`config.mk`:
```
export PLATFORM = sky130hd
export DESIGN_NAME = dout_cfg_detect
export DESIGN_NICKNAME = d
export VERILOG_FILES = /design/src/dout_cfg_detect.sv
export VERILOG_INCLUDE_DIRS = /design/src
export SDC_FILE = /design/constraint.sdc
export NUM_CORES = 1
export LEC_CHECK = 0
export ABC_AREA = 1
export BUFFER_PORTS_ARGS = -buffer_cell sky130_fd_sc_hd__buf_4
export CORE_MARGIN = 2
export CORE_UTILIZATION = 55
export CTS_BUF_LIST = sky130_fd_sc_hd__clkbuf_16
export CTS_CLUSTER_DIAMETER = 80
export DETAILED_ROUTE_END_ITERATION = 10
export PLACE_DENSITY_LB_ADDON = 0.15
export SLEW_MARGIN = 20
export SYNTH_ARGS = -nofsm -noshare
export SYNTH_HDL_FRONTEND = slang
export SYNTH_SLANG_ARGS = --single-unit
```
`constraint.sdc`:
```
create_clock -name sysclk -period 1.4 [get_ports sysclk]
set_clock_uncertainty 0.1 [all_clocks]
set_input_delay 0.28 -clock sysclk [delete_from_list [all_inputs] [get_ports sysclk]]
set_output_delay 0.28 -clock sysclk [all_outputs]
set_load 0.01 [all_outputs]
```
`src/dout_params.svh`:
```
`ifndef DOUT_PARAMS_SVH
`define DOUT_PARAMS_SVH

// register space selectors in waddr[15:12]
`define ADDR_MAIN       4'h0
`define ADDR_WAVEFORM   4'h8

// offsets inside the main space, waddr[3:0]
`define REG_DIGIOUT     4'h6    // output set/clear, mask in wdata[11:8]
`define OFF_DOUT_CTRL   4'h8    // per channel hi/lo time, channel in waddr[7:4]

// output channels on the board
`define NUM_CHAN        4

// waveform table geometry
`define TABLE_DEPTH     1024
`define TABLE_ADDR_W    10
`define END_CNT_W       23      // duration field of a table entry

// counter widths
`define PWM_TIME_W      16      // hi_time and lo_time
`define DOUT_CFG_CNT_W  12      // detection counter, wraps after 4096 stable cycles

`endif

```
`src/dout_cfg_detect.sv`:
```
`timescale 1ns/1ns
`include "dout_params.svh"

// startup check of the output driver hardware
// transceiver boards pull both direction pins low, older MOSFET boards
// leave them floating on the weak pullups so both read high
module dout_cfg_detect (
    input  logic sysclk,
    input  logic dout_cfg_reset,
    input  logic dir12_read,
    input  logic dir34_read,
    output logic dir12_reg,       // direction for channels 1-2
    output logic dir34_reg,       // direction for channels 3-4
    output logic dout_cfg_valid,  // detection finished
    output logic dout_cfg_bidir   // transceivers found
);

    logic [`DOUT_CFG_CNT_W-1:0] cfg_cnt;  // consecutive stable cycles
    logic is_old;                         // both pins high
    logic is_new;                         // both pins low
    logic was_old;
    logic was_new;
    logic stable;                         // same decodable state as last cycle

    assign is_old = dir12_read & dir34_read;
    assign is_new = ~(dir12_read | dir34_read);
    assign stable = (was_old & is_old) | (was_new & is_new);  // mixed never counts

    always_ff @(posedge sysclk) begin
        if (dout_cfg_reset) begin
            cfg_cnt        <= '0;
            was_old        <= 1'b0;
            was_new        <= 1'b0;
            dout_cfg_valid <= 1'b0;
            dout_cfg_bidir <= 1'b0;
            dir12_reg      <= 1'b0;
            dir34_reg      <= 1'b0;
        end else if (!dout_cfg_valid) begin
            was_old <= is_old;
            was_new <= is_new;
            if (stable) begin
                cfg_cnt <= cfg_cnt + 1'b1;
                if (&cfg_cnt) begin                // counter wraps, result is final
                    dout_cfg_valid <= 1'b1;
                    dout_cfg_bidir <= is_new;
                    dir12_reg      <= is_new;      // start driving the transceivers
                    dir34_reg      <= is_new;
                end
            end else begin
                cfg_cnt <= '0;                     // pin change restarts the count
            end
        end
        // once valid everything stays frozen until reset
    end

endmodule

```
# Yosys cells after proc, flatten, opt, wreduce, memory -nomap -nowiden
# Index checks and enable logic that the tools add are counted.
# op_classes
n_addsub	1
muxes	4
bitwise	7
n_reduce_logical	2
# ops
operator	n
AND reduction 14 bit	1
adder 12 x 1 -> 12 bit, second input constant	1
two-way mux 12 bit	1
AND reduction 12 bit	1
bitwise AND 1 bit	3
two-way mux 1 bit	3
inverter 1 bit	2
OR 1 bit	2
# word_totals
ff_bits	16
in_bits	4
out_inout_bits	4
word_cells	19

# Logic depth before layout (Yosys ltp)
# logic_depth
depth_word	6
mapped_depth	9
depth_no_buf	9

# Worst setup path after synthesis
# Ideal clock, no wire load.
# synth_timing
kind	register to register
from	register cfg_cnt[0]
to	register cfg_cnt[10]
setup_time_ns	0.115
t_arrival_ns	1.019
required_ns	1.185
slack_ns	0.166
path_stages_with_launch	7
n_path_buf	0
period_less_slack_ns	1.234
path_cell_list	dfxtp_1 -> ha_1 -> nand2_2 -> nor3_2 -> nand3_1 -> nand2_1 -> nor2_1
# synth_via
elab_chain_cells	2
# synth_rtl
item	line	source
from (decl)	dout_cfg_detect.sv:18	logic [`DOUT_CFG_CNT_W-1:0] cfg_cnt;
from (signal assigned)	dout_cfg_detect.sv:42	cfg_cnt <= cfg_cnt + 1'b1;
adder 12 x 1 -> 12 bit	dout_cfg_detect.sv:42	
two-way mux 12 bit	dout_cfg_detect.sv:41	if (stable) begin
# Every way passes these cells.
# A chain may end at the register's enable or synchronous reset.

# Final worst setup path
# layout_timing
from	register cfg_cnt[1]
to	register cfg_cnt[8]
# Same word-level chain as after synthesis.

==> results.sh <==
export IMPL_min_delay_start="dout_cfg_reset"
export IMPL_fin_setup_tns_ns=0
export IMPL_hp_class="input port to flip-flop"
export IMPL_peakVddDrop_v=0.000694
export IMPL_critPathArrivalTime_ns=1.38
export IMPL_synth_area_leaders="dfxtp_1 41%, nor2_1 11%, nand2_1 11%, inv_1 5.3%, a21oi_1 4.5%"
export IMPL_slew_violations=0
export IMPL_crit_end="cfg_cnt[8]"
export IMPL_vias_per_cell=4.99
export IMPL_path_class="flip-flop to flip-flop"
export IMPL_slew_headroom=0.765
export IMPL_ys_warn_count=0
export IMPL_synth_seq_cells=16
export IMPL_worst_slew_pin_slew_ns=0.350
export IMPL_critPathRequiredTime_ns=1.47
export IMPL_final_util=0.719
export IMPL_antenna_cells=0
export IMPL_status="completed"
export IMPL_overflow=0
export IMPL_num_rows=13
export IMPL_drtIter0Drc=8
export IMPL_cts_tree="built"
export IMPL_clk_pin_slew_ns=0.05
export IMPL_synth_top_area_frac=0.410
export IMPL_vias=679
export IMPL_yosysUniqueCellTypes=21
export IMPL_worstReg2RegEnd="cfg_cnt[8]"
export IMPL_finish_net_count=128
export IMPL_avgSynthCellArea_um2=7.17
export IMPL_path_max_fanout=3
export IMPL_dp_hpwl_mm=1.06
export IMPL_drc=0
export IMPL_p_leak_nw=0.382
export IMPL_r2r_setup_slack_ns=0.09
export IMPL_finalNonFillerCells=136
export IMPL_power_density_nw_per_um2=1090
export IMPL_die_y_um=41.7
export IMPL_dr_pass1_iters=3
export IMPL_fmax_mhz=764
export IMPL_avgRoutedWirePerCell_um=10.4
export IMPL_gr_usage_all_layers=0.185
export IMPL_rr_worst_depth=7
export IMPL_synth_cell_area_um2=782
export IMPL_ys_seq_area_frac=0.410
export IMPL_cap_violations=0
export IMPL_synthesis_nets=114
export IMPL_die_area_um2=1740
export IMPL_dpl_cell_count=130
export IMPL_rsz0062_at_grt="yes"
export IMPL_clock_path_buffers=2
export IMPL_globalplace_congestion=0.867
export IMPL_cts_max_level=1
export IMPL_cts_buffers=3
export IMPL_drt_total_wl_mm=1.42
export IMPL_endpoint_kind="flip-flop"
export IMPL_clk_latency_ns=0.24
export IMPL_cts_sinks=16
export IMPL_finalCritPeriodShare=0.935
export IMPL_hold_viol=0
export IMPL_core_um2=1320
export IMPL_grt_pass1_vias=631
export IMPL_portBuffers=7
export IMPL_setup_viol=0
export IMPL_crit_path_start_kind="flip-flop"
export IMPL_timing_rr_start="cfg_cnt[1]"
export IMPL_io_pins=8
export IMPL_p_total_mw=1.03
export IMPL_die_w_um=41.7
export IMPL_critPathLaunch="cfg_cnt[1]"
export IMPL_yosysTopAreaCell="dfxtp_1"
export IMPL_nFillCells=106
export IMPL_grt_pass1_wl_mm=2.47
export IMPL_antenna_left=0
export IMPL_drive_gt1_frac=0.231
export IMPL_syn_to_final_growth_pct=21.1
export IMPL_syn_inst=109
export IMPL_place_ws_ns=0.0547
export IMPL_setup_ws_ns=0.0915
export IMPL_hold_depth=2
export IMPL_antenna_found_initial=0
export IMPL_grt_max_degree=10
export IMPL_period_needed_ns=1.31
export IMPL_initial_core_util=0.594
export IMPL_cts_root_buf="clkbuf_16"
==> cell usage after synthesis <==
cell	instances
buf_4	2
inv_1	11
nor3_2	2
nor2_4	1
nor3b_2	1
o21ai_4	1
nand2_4	1
nand3_1	4
nand2_2	2
nor3_1	6
nand2_1	22
ha_1	1
inv_4	1
inv_2	1
a21oi_1	7
a21o_1	2
nor3b_1	1
o21ai_0	2
nor2_1	23
dfxtp_1	16
nor2_2	2
==> layout by cell type (no fill, tap or decap), drive strengths merged <==
master  count
ha          1
nand3       4
nand2      25
a21oi       7
clkbuf      3
nor3b       2
dfxtp      16
nor3        8
nor2       26
o21ai       3
a21o        2
inv        13
buf        11
==> worst max-delay path, cell delays in order (launching register included) <==
cell,delay (ns)
dfxtp_1,0.36
ha_2,0.21
nand2_2,0.08
nor2_2,0.14
nand2_1,0.12
nor2_1,0.10
nor2_1,0.05
nor3_2,0.09
==> repair_timing <==
item / 4_1_cts / 5_1_grt
setup buffers: 0 / 3
hold buffers: 0 / 0
endpoints found under the setup margin: 0 / 4
resized for setup: 0 / 2
==> final cells by class <==
type                            instances  area [µm²]  share of cell area
Multi-Input combinational cell         78         398               0.420
Sequential cell                        16         322               0.339
Timing Repair Buffer                   11        82.6              0.0872
Clock buffer                            3        75.1              0.0793
Inverter                               13        51.3              0.0542
Tap cell                               15        18.8              0.0198
==> registers in the layout, indices dropped and copies added (netlist names) <==
signal	flops
cfg_cnt	12
dout_cfg_bidir	1
was_old	1
dout_cfg_valid	1
was_new	1
==> kinds of logic after synthesis <==
family / count (synthesis) / share of synthesized area
flops: 16 / 0.410
simple gates: 65 / 0.392
fa+ha+maj: 1 / 0.0160
compound gates: 12 / 0.0976
buf+inv: 15 / 0.0848
==> worst min-delay path by stage <==
stage                     end  slack [ns]
5_1_grt        dout_cfg_valid        0.10
6_report       dout_cfg_valid        0.09
3_3_place_gp   dout_cfg_valid        0.34
3_5_place_dp   dout_cfg_valid        0.35
2_1_floorplan  dout_cfg_valid        0.25
4_1_cts        dout_cfg_valid        0.09
==> where the power goes <==
part,total [mW],switching [mW],leakage (nW),internal [mW]
registers,0.461,0.00139,0.130,0.459
clock network,0.547,0.172,0.0370,0.375
logic,0.0249,0.0134,0.215,0.0115
total,1.03,0.187,0.382,0.846
==> layer usage <==
layer / track usage / share of wire / up-vias
li1: - / - / 369
met1: 0.216 / 0.50 / 298
met2: 0.316 / 0.45 / 7
met3: 0.0391 / 0.027 / 5
met4: 0.0968 / 0.019 / 0
met5: 0 / 0 / -
==> per-stage QoR <==
step           area, µm²  hold slack, ns
6_report             947          0.0889
5_1_grt              947           0.105
4_1_cts              921          0.0943
3_5_place_dp         846           0.347
3_3_place_gp         846           0.345
2_1_floorplan        782           0.249
No activity file was read; power rests on OpenSTA's default activity.
