### src/dout_params.svh
`ifndef DOUT_PARAMS_SVH
`define DOUT_PARAMS_SVH

// register space selectors in waddr[15:12]
`define ADDR_MAIN       4'h0
`define ADDR_WAVEFORM   4'h8

// offsets inside the main space, waddr[3:0]
`define REG_DIGIOUT     4'h6    // output set/clear, mask in wdata[11:8]
`define OFF_DOUT_CTRL   4'h8    // per channel hi/lo time, channel in waddr[7:4]

// output channels on the board
`define NUM_CHAN        4

// waveform table geometry
`define TABLE_DEPTH     1024
`define TABLE_ADDR_W    10
`define END_CNT_W       23      // duration field of a table entry

// counter widths
`define PWM_TIME_W      16      // hi_time and lo_time
`define DOUT_CFG_CNT_W  12      // detection counter, wraps after 4096 stable cycles

`endif

### src/dout_pkg.sv
`include "dout_params.svh"

package dout_pkg;

    // one word of the waveform table
    typedef struct packed {
        logic                  valid;    // 0 ends playback
        logic [`END_CNT_W-1:0] end_cnt;  // entry lasts end_cnt+1 cycles
        logic [3:0]            pad;      // unused, written as zero by the host
        logic [3:0]            bits;     // output level per channel
    } dout_entry_t;

    typedef logic [`TABLE_ADDR_W-1:0] table_addr_t;

    // one bit per output channel, bit 0 is channel 1
    typedef logic [`NUM_CHAN-1:0] chan_mask_t;

    // per channel control register
    // a zero time keeps the output at its level
    typedef struct packed {
        logic [`PWM_TIME_W-1:0] hi_time;
        logic [`PWM_TIME_W-1:0] lo_time;
    } hilo_t;

endpackage

### src/waveform_seq.sv
`timescale 1ns/1ns
`include "dout_params.svh"

// table playback
// raddr is the address the RAM samples on the coming edge, so the next
// entry is fetched on the same edge that the current one ends
module waveform_seq (
    input  logic                  sysclk,
    input  logic                  dout_cfg_reset,
    input  logic                  start,       // output set write
    input  logic                  start_en,    // wdata[31] of that write
    input  dout_pkg::chan_mask_t  start_mask,  // channels to drive from the table
    input  dout_pkg::dout_entry_t entry,       // RAM output
    output dout_pkg::table_addr_t raddr,
    output dout_pkg::chan_mask_t  play_en,
    output logic                  active
);

    import dout_pkg::*;

    table_addr_t           addr_q;      // address of entry on the RAM output
    logic [`END_CNT_W-1:0] cnt_q;       // cycles spent on current entry
    logic                  playing;
    logic                  last_cycle;  // current entry ends on this edge

    assign playing    = (play_en != '0) && entry.valid;
    assign active     = playing;
    assign last_cycle = playing && (cnt_q == entry.end_cnt);

    // fetch address, restarts from entry 0 on start and when idle
    always_comb begin
        if (start || !playing) begin
            raddr = '0;
        end else if (last_cycle) begin
            raddr = addr_q + 1'b1;       // prefetch, wraps at table end
        end else begin
            raddr = addr_q;
        end
    end

    always_ff @(posedge sysclk) begin
        if (dout_cfg_reset) begin
            play_en <= '0;
            addr_q  <= '0;
            cnt_q   <= '0;
        end else if (start) begin
            play_en <= start_en ? start_mask : '0;  // write with bit 31 low stops playback
            addr_q  <= '0;
            cnt_q   <= '0;
        end else if (playing) begin
            if (last_cycle) begin
                addr_q <= raddr;
                cnt_q  <= '0;
            end else begin
                cnt_q <= cnt_q + 1'b1;
            end
        end else begin
            // invalid entry or empty mask, back to idle
            play_en <= '0;
            addr_q  <= '0;
            cnt_q   <= '0;
        end
    end

endmodule

### config.mk
export PLATFORM = sky130hd
export DESIGN_NAME = waveform_seq
export DESIGN_NICKNAME = d
export VERILOG_FILES = /design/src/dout_pkg.sv /design/src/waveform_seq.sv
export VERILOG_INCLUDE_DIRS = /design/src
export SDC_FILE = /design/constraint.sdc
export NUM_CORES = 1
export LEC_CHECK = 0
export ABC_AREA = 1
export ABC_CLOCK_PERIOD_IN_PS = 3250
export BUFFER_PORTS_ARGS = -buffer_cell sky130_fd_sc_hd__buf_2
export CAP_MARGIN = 5
export CORE_MARGIN = 4
export CORE_UTILIZATION = 25
export DETAILED_ROUTE_END_ITERATION = 7
export GPL_TIMING_DRIVEN = 0
export SETUP_SLACK_MARGIN = 0.05
export SLEW_MARGIN = 0
export SYNTH_ARGS = -nofsm -noshare
export SYNTH_HDL_FRONTEND = slang
export SYNTH_SLANG_ARGS = --single-unit
### constraint.sdc
create_clock -name sysclk -period 3.25 [get_ports sysclk]
set_input_delay 0.1625 -clock sysclk [delete_from_list [all_inputs] [get_ports sysclk]]
set_output_delay 0.1625 -clock sysclk [all_outputs]
set_load 0.005 [all_outputs]
# --- After elaboration in Yosys (flattened, before gate mapping) ---
# Index checks and enable logic that the tools add are counted.
word_totals:
  regBits: 37
  in_bits: 40
op_classes:
  add_sub_neg: 2
  eq_ne: 2
  mux: 5
  bitwise_logic: 1
  n_reduce_logical: 7
ops:
  columns: ["cell", "count"]
  rows:
  - ["$add A23 B1 Y23 const B", 1]
  - ["$eq A23 B23 Y1", 1]
  - ["$mux W10", 2]
  - ["$mux W4", 3]
  - ["$add A10 B1 Y10 const B", 1]
  - ["$reduce_bool A4 Y1", 1]
  - ["$reduce_or A4 Y1", 1]
  - ["$reduce_or A3 Y1", 1]
  - ["$logic_and A1 B1 Y1", 2]
  - ["$ne A2 B2 Y1 const B", 1]
  - ["$logic_not A1 Y1", 1]
  - ["$logic_or A1 B1 Y1", 1]
  - ["$not A1 Y1", 1]

# --- Depth between registers and ports, before layout ---
logic_depth:
  ltp_word: 5
  mapped_depth: 14
  depth_no_buf: 14

# --- Least setup slack after synthesis ---
# Ideal clock, no wire load.
synth_timing:
  path_kind: "register -> output"
  start: "register cnt_q[15]"
  end: "output raddr[5]"
  arrival_time_ns: 1.467
  required_time_ns: 3.087
  setup_slack_ns: 1.621
  path_stages_with_launch: 14
  path_buffers: 2
  cell_sequence: "dfxtp_1 buf_6 inv_2 nand2_1 nand2_1 nand2_1 nor2_1 nand2_1 nor2_8 nand3_4 clkinv_4 buf_12 nand2_4 a21oi_1"
synth_via:
  elab_chain_cells: 4
synth_lines:
  columns: ["element", "line", "rtl"]
  rows:
  - ["start, declared", "waveform_seq.sv:22", "logic [`END_CNT_W-1:0] cnt_q;"]
  - ["start signal, assigned", "waveform_seq.sv:55", "cnt_q <= cnt_q + 1'b1;"]
  - ["$eq A23 B23 Y1", "waveform_seq.sv:28", "assign last_cycle = playing && (cnt_q == entry.end_cnt);"]
  - ["$logic_and A1 B1 Y1", "waveform_seq.sv:28", null]
  - ["$mux W10", "waveform_seq.sv:34", "end else if (last_cycle) begin"]
  - ["$mux W10", "waveform_seq.sv:32", "if (start || !playing) begin"]
  - ["end, declared", "waveform_seq.sv:14", "output dout_pkg::table_addr_t raddr,"]
# Every way passes these cells.

# --- Worst setup path in the final report ---
layout_timing:
  start: "register cnt_q[19]"
  end: "output raddr[7]"
# Same word-level chain as after synthesis.

==> results.toml <==
[run_status]
status = "completed"

[floorplanning]
die_area_sq_um = 11910
die_h_um = 109.1
rows = 36
start_util_pct = 25.93
coreArea_sq_um = 9864
die_w_um = 109.1
ios = 55

[timing]
finalSetupTns_ps = 0
skew_ps = 7.369
fin_crit_sh_pct = 69.39
fin_crit_ps = 2255
timing.slew.headroom_pct = 78.71
slew_viol_final = 0
max_freq_ghz = 0.4434
fin_ws_ps = 994.8
rsz0062_at_grt = "false"
worst_slew_pin_slew_ps = 318.3
finalSetupViolations = 0
hold_violations = 0

[yosys]
synthDistinctLibCells = 35
synthCells = 414
avgSynthCellArea_sq_um = 6.177
yosysSeqAreaShare_pct = 28.96
synth_warnings = 0
synth.ff_latch_count = 37
syn_nets = 456
syn_area_sq_um = 2557

[clock_network]
cts_buffer_depth = 2
htreeDepth = 2
worstSkewPairLatency_ps = 290
numCtsBuffers = 5
cts_tree = "built"
cts_setup_buffers = 0
root_buffer = "clkbuf_8"
ctsHoldBuffers = 0
clock-sinks = 37
path_clk_slew_ps = 80
cts-resized-gates = 0

[global_routing]
antenna_found_initial = 0
grt_pass1_wl_mm = 10.49
grt_start_max_net_pins = 12
grt_pass1_vias = 2398
track_usage_pct = 10.98
grt_overflow_total = 0

[power_and_ir_drop]
ir_drop_mv = 0.1350
p_total_uw = 961.1
power.density_nw_per_um2 = 313.0
power.leakage_uw = 0.001442

[placement]
hpwlAfterDp_mm = 5.037
dp.cells = 593
port_buffers = 46
pre_cts_slack_ps = 1303
place.gp.congestion = 0.8242

[finish]
syn_to_final_growth_pct = 20.06
nFillCells = 1116
post-route-util_pct = 31.13
antenna_cells = 0
drive_gt1_share_pct = 20.51
stdcell_count = 601
nets = 509

[routing]
drt_iter0_drc = 108
viasPerCell = 4.186
drt_pass1_iterations = 4
wl_per_cell_um = 10.29
wl_mm = 6.185
ant_nets = 0
drc = 0
vias = 2516

[setup_path]
critPathCaptureType = "output pin"
cp_data_arrival_time_ps = 2090
worstPathMaxFanout = 10
start_kind = "flop"
reg2reg_to = "cnt_q[2]"
reg2reg_slack_ps = 1340
cp.required_ps = 3090
rr_worst_depth = 9
reg2reg_from = "play_en[0]"
critPathKind = "reg -> out"

[worst_hold_path]
hold-path-endpoint = "play_en[0]"
holdPathStages = 3
hp-start = "start_mask[0]"
hold_path_class = "in -> reg"

[job]
max_cap_violations = 0
## cells in the final DEF, fill, tap and decap left out, types with 4 or more instances in the layout
| cell type | synthesis | final |
|---|---|---|
| nand4_1 | 5 | 5 |
| nand3_1 | 20 | 20 |
| nand2_1 | 132 | 132 |
| xor2_1 | 15 | 15 |
| inv_1 | 57 | 57 |
| inv_2 | 11 | 11 |
| nor2_4 | 4 | 4 |
| nor3_1 | 11 | 11 |
| a21oi_1 | 15 | 15 |
| clkbuf_8 | 0 | 6 |
| dfxtp_1 | 37 | 37 |
| buf_2 | 2 | 48 |
| nand2_2 | 7 | 7 |
| nor2_1 | 59 | 59 |
| xnor2_1 | 4 | 4 |
## cell families (layout without fill, tap and decap cells)
family / count (synthesis) / count (layout) / synth area share [%]
xor gates and xnor gates: 19 / 19 / 6.507
DFF: 37 / 37 / 28.96
AOI/OAI and AO/OA: 31 / 31 / 7.387
and+or+nand+nor: 250 / 250 / 43.93
adders and majority gates: 2 / 2 / 0.9783
buffers and inverters: 75 / 129 / 12.23
## power by group
group,switching [uW],internal [uW]
logic,49.1,33.4
registers,1.15,455
clock network,172,250
## cells in the mapped netlist (all sizes together)
master	number	area, sq um
inv	68	255.3
nand4	6	43.79
o22ai	2	12.51
o21a	2	15.01
nand2	141	561.8
buf	4	41.29
clkinv	3	16.27
a21oi	18	101.4
nor3	13	75.07
xnor2	4	35.03
dfxtp	37	740.7
ha	2	25.02
xor2	15	131.4
o21ai	6	37.53
nand3b	1	7.510
nand3	21	117.6
nor2	67	305.3
o31ai	1	7.510
nor3b	1	12.51
o21bai	2	15.01
## sequential cells by signal (all words and copies together) (netlist names)
signal	flops
cnt_q	23
addr_q	10
play_en	4
## worst max-delay path, cell delays in order (launching register included)
cell and delay (ps):
dfxtp_1 430, xnor2_1 140, nand2_1 90, nor2_1 100
nand2_1 130, nor2_8 200, nand3_4 150, clkinv_4 100
buf_12 140, nand2_4 50, a21oi_1 120, buf_2 130
## area by class of cell
class / count / area (sq um) / share of cell area (%)
Buffer: 4 / 41.29 / 1.345
Multi-Input combinational cell: 302 / 1504 / 48.98
Tap cell: 133 / 166.4 / 5.420
Clock inverter: 1 / 30.03 / 0.9780
Inverter: 71 / 271.5 / 8.843
Sequential cell: 37 / 740.7 / 24.12
Clock buffer: 7 / 86.33 / 2.812
Timing Repair Buffer: 46 / 230.2 / 7.498
## worst max path at each step
stage	startpoint	end	slack, ps
floorplan	cnt_q[15]	raddr[5]	1620
global placement	cnt_q[19]	raddr[5]	1320
detailed placement	cnt_q[19]	raddr[5]	1300
CTS	cnt_q[19]	raddr[5]	970
global route	cnt_q[19]	raddr[7]	770
finish	cnt_q[19]	raddr[7]	990
## through the flow
step	cell area (sq um)	hold WS, ps
2_1_floorplan	2557	231.6
3_3_place_gp	2954	418.0
3_5_place_dp	2954	430.4
4_1_cts	3070	116.2
5_1_grt	3070	127.5
6_report	3070	128.6
## layer usage
layer | GRT usage (%) | vias to the layer above | part of all wire [%]
met3 | 2.250 | 7 | 3.5
met1 | 14.30 | 1103 | 49
li1 | - | 1371 | -
met4 | 2.525 | 0 | 0.94
met2 | 18.60 | 35 | 47
met5 | 0 | - | 0
Note: power is estimated with default switching activity, not from simulation.
