## src/dout_params.svh

```systemverilog
`ifndef DOUT_PARAMS_SVH
`define DOUT_PARAMS_SVH

// register space selectors in waddr[15:12]
`define ADDR_MAIN       4'h0
`define ADDR_WAVEFORM   4'h8

// offsets inside the main space, waddr[3:0]
`define REG_DIGIOUT     4'h6    // output set/clear, mask in wdata[11:8]
`define OFF_DOUT_CTRL   4'h8    // per channel hi/lo time, channel in waddr[7:4]

// output channels on the board
`define NUM_CHAN        4

// waveform table geometry
`define TABLE_DEPTH     1024
`define TABLE_ADDR_W    10
`define END_CNT_W       23      // duration field of a table entry

// counter widths
`define PWM_TIME_W      16      // hi_time and lo_time
`define DOUT_CFG_CNT_W  12      // detection counter, wraps after 4096 stable cycles

`endif

```

## src/dout_pkg.sv

```systemverilog
`include "dout_params.svh"

package dout_pkg;

    // one word of the waveform table
    typedef struct packed {
        logic                  valid;    // 0 ends playback
        logic [`END_CNT_W-1:0] end_cnt;  // entry lasts end_cnt+1 cycles
        logic [3:0]            pad;      // unused, written as zero by the host
        logic [3:0]            bits;     // output level per channel
    } dout_entry_t;

    typedef logic [`TABLE_ADDR_W-1:0] table_addr_t;

    // one bit per output channel, bit 0 is channel 1
    typedef logic [`NUM_CHAN-1:0] chan_mask_t;

    // per channel control register
    // a zero time keeps the output at its level
    typedef struct packed {
        logic [`PWM_TIME_W-1:0] hi_time;
        logic [`PWM_TIME_W-1:0] lo_time;
    } hilo_t;

endpackage

```

## src/dout_pwm.sv

```systemverilog
`timescale 1ns/1ns
`include "dout_params.svh"

// one output channel
// hi_time = lo_time = 0 gives a plain set/clear bit
// hi_time only gives a one-shot high pulse after a set to 1
// both times nonzero give free running PWM
module dout_pwm (
    input  logic           sysclk,
    input  logic           dout_cfg_reset,
    input  logic           ctrl_en,      // control register write strobe
    input  logic           set_en,       // output set strobe
    input  logic           set_val,      // new output level
    input  dout_pkg::hilo_t wdata,
    output dout_pkg::hilo_t ctrl_rdata,
    output logic           dout
);

    import dout_pkg::*;

    hilo_t                  ctrl_q;      // hi/lo times
    logic [`PWM_TIME_W-1:0] timer_q;     // cycles spent at current level
    logic [`PWM_TIME_W-1:0] level_time;  // time that applies to current level

    assign level_time = dout ? ctrl_q.hi_time : ctrl_q.lo_time;
    assign ctrl_rdata = ctrl_q;

    always_ff @(posedge sysclk) begin
        if (dout_cfg_reset) begin
            ctrl_q  <= '0;
            timer_q <= '0;
            dout    <= 1'b0;
        end else if (set_en) begin
            dout    <= set_val;          // host write wins
            timer_q <= '0;               // level starts a fresh period
        end else if (ctrl_en) begin
            ctrl_q  <= wdata;            // timer keeps its count
        end else if (level_time != '0) begin
            // level lasts level_time+1 cycles, counted 0..level_time
            if (timer_q >= level_time) begin
                dout    <= ~dout;
                timer_q <= '0;
            end else begin
                timer_q <= timer_q + 1'b1;
            end
        end
        // zero time holds level and timer
    end

endmodule

```

## config.mk

```make
export PLATFORM = sky130hd
export DESIGN_NAME = dout_pwm
export DESIGN_NICKNAME = d
export VERILOG_FILES = /design/src/dout_pkg.sv /design/src/dout_pwm.sv
export VERILOG_INCLUDE_DIRS = /design/src
export SDC_FILE = /design/constraint.sdc
export NUM_CORES = 1
export LEC_CHECK = 0
export BUFFER_PORTS_ARGS = -buffer_cell sky130_fd_sc_hd__clkbuf_2
export CAP_MARGIN = 30
export CORE_MARGIN = 10
export CORE_UTILIZATION = 55
export CTS_CLUSTER_SIZE = 16
export DETAILED_ROUTE_END_ITERATION = 8
export MAX_ROUTING_LAYER = met4
export PLACE_DENSITY = 0.83
export SKIP_CTS_REPAIR_TIMING = 1
export SLEW_MARGIN = 30
export SYNTH_ARGS = -nofsm -noshare
export SYNTH_HDL_FRONTEND = slang
export SYNTH_SLANG_ARGS = --single-unit
```

## constraint.sdc

```tcl
create_clock -name sysclk -period 4.5 [get_ports sysclk]
set_input_delay 0 -clock sysclk [delete_from_list [all_inputs] [get_ports sysclk]]
set_output_delay 0 -clock sysclk [all_outputs]
set_load 0.05 [all_outputs]
```

# Yosys cells after proc, flatten, opt, wreduce, memory -nomap -nowiden

Cells that the tools add are included.

Word-level logic and storage cells: 23
Register bits after elaboration: 49
Memories kept: 0
Bits in writable memories: 0
Bits in latches: 0
Memory bits (read-only): 0

Bitwise operators: 3
Shifts and indexed selects: 0
Div/mod/pow operators: 0
Multiplexer cells: 6
Eq/ne operators: 1
$lt $le $gt $ge: 1
Multipliers: 0
Reductions and logical operators: 7
Add/subtract/negate cells: 1

Operators with widths:

| cell                                                  | number |
|---|---|
| two-way mux 16 bit                                    | 2 |
| adder 16 x 1 -> 16 bit, second input constant         | 1 |
| >= comparator 16 bit                                  | 1 |
| nonzero test 16 bit                                   | 1 |
| two-way mux 1 bit                                     | 4 |
| AND reduction 2 bit                                   | 2 |
| nonzero test 2 bit                                    | 2 |
| NOT 1 bit                                             | 3 |
| AND reduction 3 bit                                   | 1 |
| inequality test 2 x 1 -> 1 bit, second input constant | 1 |
| OR reduction 2 bit                                    | 1 |

# Depth between registers and ports, before layout

Word-level depth: 6
Depth in mapped cells: 12
Gate-level depth less buffers: 9

# Worst setup path before layout

Ideal clock, no wire load.

Path kind: register -> register
Start: reg dout
End: reg dout
Setup time: 0.120 ns
Path slack: 1.187 ns
Arrival: 3.193 ns
Cell stages (with the launch flop): 12
Data required time: 4.380 ns
Cells stage by stage: dfxtp_1 -> buf_6 -> buf_6 -> buf_1 -> mux2i_1 -> ha_1 -> a21o_1 -> a211oi_1 -> o21ai_1 -> a2111oi_4 -> nor3_1 -> o31a_1

Word-level cells in the longest chain between the ends: 5
Elaborated cells between the ends (all ways): 11
Those cells by class: order compare: 1; mux: 5; bitwise: 1; reduce/logical: 4

Ends and longest elaborated chain:

| element                                                      | RTL line       | text |
|---|---|---|
| start: declaration                                           | dout_pwm.sv:16 | `output logic dout` |
| start signal: assignment                                     | dout_pwm.sv:34 | `dout <= set_val;` |
| start signal: assignment                                     | dout_pwm.sv:41 | `dout <= ~dout;` |
| branches (longest 5 deep; another with >= comparator 16 bit) | n/a            |  |

Parallel ways; which one is timed is not known. The select of a mux whose other input is x is not followed.
A chain may end at the register's enable or synchronous reset.

# Worst setup path after layout

Same ends and word-level chain as after synthesis.

==> reports/results.tsv <==
stage	metric	value	unit
status	outcome	completed	
timing	Worst-Margin Slew	734	ps
clocking	CTS tree	yes	
synth	Synth async-reset ratio	0	
drt	Vias/cell	5.84	
timing	maximum clock rate	330	MHz
setup_path	slowest CP cell	dfxtp_1	
die	die area	0.00785	mm2
clocking	clk_lat worst skew	320	ps
synth	most common cell in the netlist	nand2_1	
die	Die Wd	88.6	um
synth	Syn Nets	353	
setup_path	Worst R2R Path Depth	9	
power_and_ir_drop	LEAKAGE	1.44	nW
synth	ys flop type	dfxtp_1	
placement	dpl hpwl	5090	um
timing	Final Cycle Share	0.672	
die	# IOs	70	
synth	Seq/Total Area, Yosys	0.379	
setup_path	Crit Path Class	register to register	
timing	setup TNS	0	ps
clocking	H-tree levels	2	
setup_path	Worst Path Max Fanout	16	
clocking	CTS Buf Count	5	
final_layout	share of cells above drive strength 1	0.229	
drt	uppermost layer routed	met4	
grt	remaining global-route overflow	0	
timing	final critical-path required period	3030	ps
synth	Yosys warnings	0	
setup_path	Largest stage delay, worst path	660	ps
synth	Mapped Area	0.00259	mm2
timing	Hold Vio Cnt, Final	0	
drt	DR vias	2599	
setup_path	Setup crit end kind	register	
drt	WL met2	4080	um
placement	port bufs	69	
timing	Slew HR	0.510	
power_and_ir_drop	total power	963	uW
drt	DR WL/cell	18.3	um
setup_path	worst path required time	4710	ps
synth	count of state elements after synthesis	49	
placement	Final GP Congestion	0.853	
die	cell row count	24	
synth	Area contributors post-synth	dfxtp_1 38%, nand2_1 10%, ha_1 8.2%, a21oi_1 7.5%, mux2i_1 6.2%	
setup_path	CP Data Arrival Time	3230	ps
die	core area	0.00444	mm2
drt	drt total wl	8130	um
synth	top cell type's share of synthesized area	0.379	
setup_path	crit start category	register	
setup_path	Crit. path cell count	9	
grt	initial antenna violation count	0	
grt	first-pass GRT wire length	11000	um
timing	Final Max Slew Viols	0	
timing	setup violators final	0	
drt	met3 WL	520	um
power_and_ir_drop	sequential share of power	0.488	
drt	First-pass DRT Iterations	6	
synth	synth unique cells	44	
synth	number of flops mapped to enable cells by yosys	0	
final_layout	Area Growth Syn to Fin	28.6	%
min_path	Hold Path Class	input port to register	
setup_path	worst-path cell chain	buf_4, mux2i_1, ha_1, a21o_1, a211oi_1, o21ai_1, a2111oi_4, nor3_1, o31a_1	
min_path	Hold Crit Depth	4	
final_layout	nets	446	
die	Die Height	88.6	um
power_and_ir_drop	Clk pwr share	0.277	
power_and_ir_drop	Pint	647	uW
die	starting density of the core	0.582	
clocking	CTS Root Cell	clkbuf_8	
synth	area leader, netlist	dfxtp_1	
grt	largest net degree at the start of global routing	35	
drt	# DRC	0	
timing	RSZ-0062 raised after global routing	false	
power_and_ir_drop	Switching Fraction	0.328	
power_and_ir_drop	Worst IR Drop VDD	0.000200	V
clocking	Clock transition at path regs	90	ps
final_layout	fillers	276	
final_layout	antenna fix cells	0	
clocking	CTS sink cnt	49	
power_and_ir_drop	combinational share of power	0.236	
clocking	CTS max path bufs	2	
synth	most frequent cells after synthesis	69 x nand2_1, 49 x dfxtp_1, 39 x a21oi_1	
drt	DRT met1 WL	3290	um
drt	DRT iter0 DRCs	130	
power_and_ir_drop	Switch Pwr	316	uW
grt	All-Layer GR Usage	0.180	
grt	vias in the first global route	2224	
setup_path	delay-heaviest family, CP	compound AO/OA/AOI/OAI gates	
job	Max-Cap Viols	0	
setup_path	WP buf/inv	1	
timing	Final Skew	15.2	ps
power_and_ir_drop	PD cells	289	mW/mm2
synth	synthesized area per cell	8.66	um2
drt	DRT antenna net count	0	
synth	Mapped Cells	299	
sequential cells by signal (all words and copies together), names as in the netlist:
register / count
ctrl_rdata: 32
timer_q: 16
dout: 1
layer usage:
layer / global-route usage / up-vias
met5: - / -
met4: 0.0631 / 0
li1: - / 1225
met2: 0.276 / 139
met1: 0.230 / 1213
met3: 0.0386 / 22
worst paths after layout:
check	start	end	slack [ps]
max	dout	dout	1470
min	set_val	dout	10
max reg2reg	dout	dout	1470
min reg2reg	ctrl_rdata[20]	ctrl_rdata[20]	500
cell type report:
| cell class | count | area, um2 | area share |
|---|---|---|---|
| Clock inverter | 3 | 22.5 | 0.00677 |
| Timing Repair Buffer | 102 | 673 | 0.202 |
| Multi-Input combinational cell | 231 | 1510 | 0.453 |
| Clock buffer | 5 | 68.8 | 0.0207 |
| Sequential cell | 49 | 981 | 0.295 |
| Inverter | 3 | 11.3 | 0.00338 |
| Tap cell | 52 | 65.1 | 0.0195 |
stage by stage:
stage / utilization / area, um2 / hold WS, ps / std cells / worst slack, ps
floorplan: - / 2590 / 132 / 299 / 1190
global placement: 0.655 / 2910 / 223 / 405 / 1630
detailed placement: 0.656 / 2920 / 228 / 405 / 1550
CTS: 0.677 / 3010 / -108 / 413 / 1550
global route: 0.749 / 3330 / 20.2 / 445 / 1330
finish: 0.749 / 3330 / 12.0 / 445 / 1470
layout by cell type, fill, tap and decap left out, types with 2 or more instances in the layout:
cell	synthesis	final
nand2_1	69	69
clkbuf_2	0	69
dfxtp_1	49	49
a21oi_1	39	39
dlygate4sd3_1	0	32
ha_1	17	17
mux2i_1	16	16
nor2_1	16	16
xor2_1	14	14
nand3_1	9	9
nand4_1	8	8
and3_1	6	6
clkbuf_8	1	5
nor3_1	4	4
inv_1	3	3
o21a_1	3	3
or4b_1	2	2
a21o_1	2	2
and2_1	2	2
clkinv_4	0	2
logic make-up after synthesis:
logic type / after synthesis / share of synthesized area
DFF: 49 / 0.379
muxes: 16 / 0.0619
and+or+nand+nor: 126 / 0.226
xor gates and xnor gates: 14 / 0.0474
adders and majority gates: 17 / 0.0822
buffers and inverters: 19 / 0.0430
AOI/OAI and AO/OA: 58 / 0.161
tightest hold or removal path: cells and delay by family:
kind / cells / cell delay (ps)
buf+inv: 2 / 120
compound gates: 2 / 160
power by group through the flow:
stage	combinational (mW)	clock (mW)	sequential, mW
after global routing	0.242	0.289	0.471
after global placement	0.193	0	0.477
final	0.227	0.266	0.470
after CTS	0.198	0.267	0.468
after detailed placement	0.198	0	0.478
after floorplan	0.111	0	0.518
Note: power is estimated with default switching activity, not from simulation.
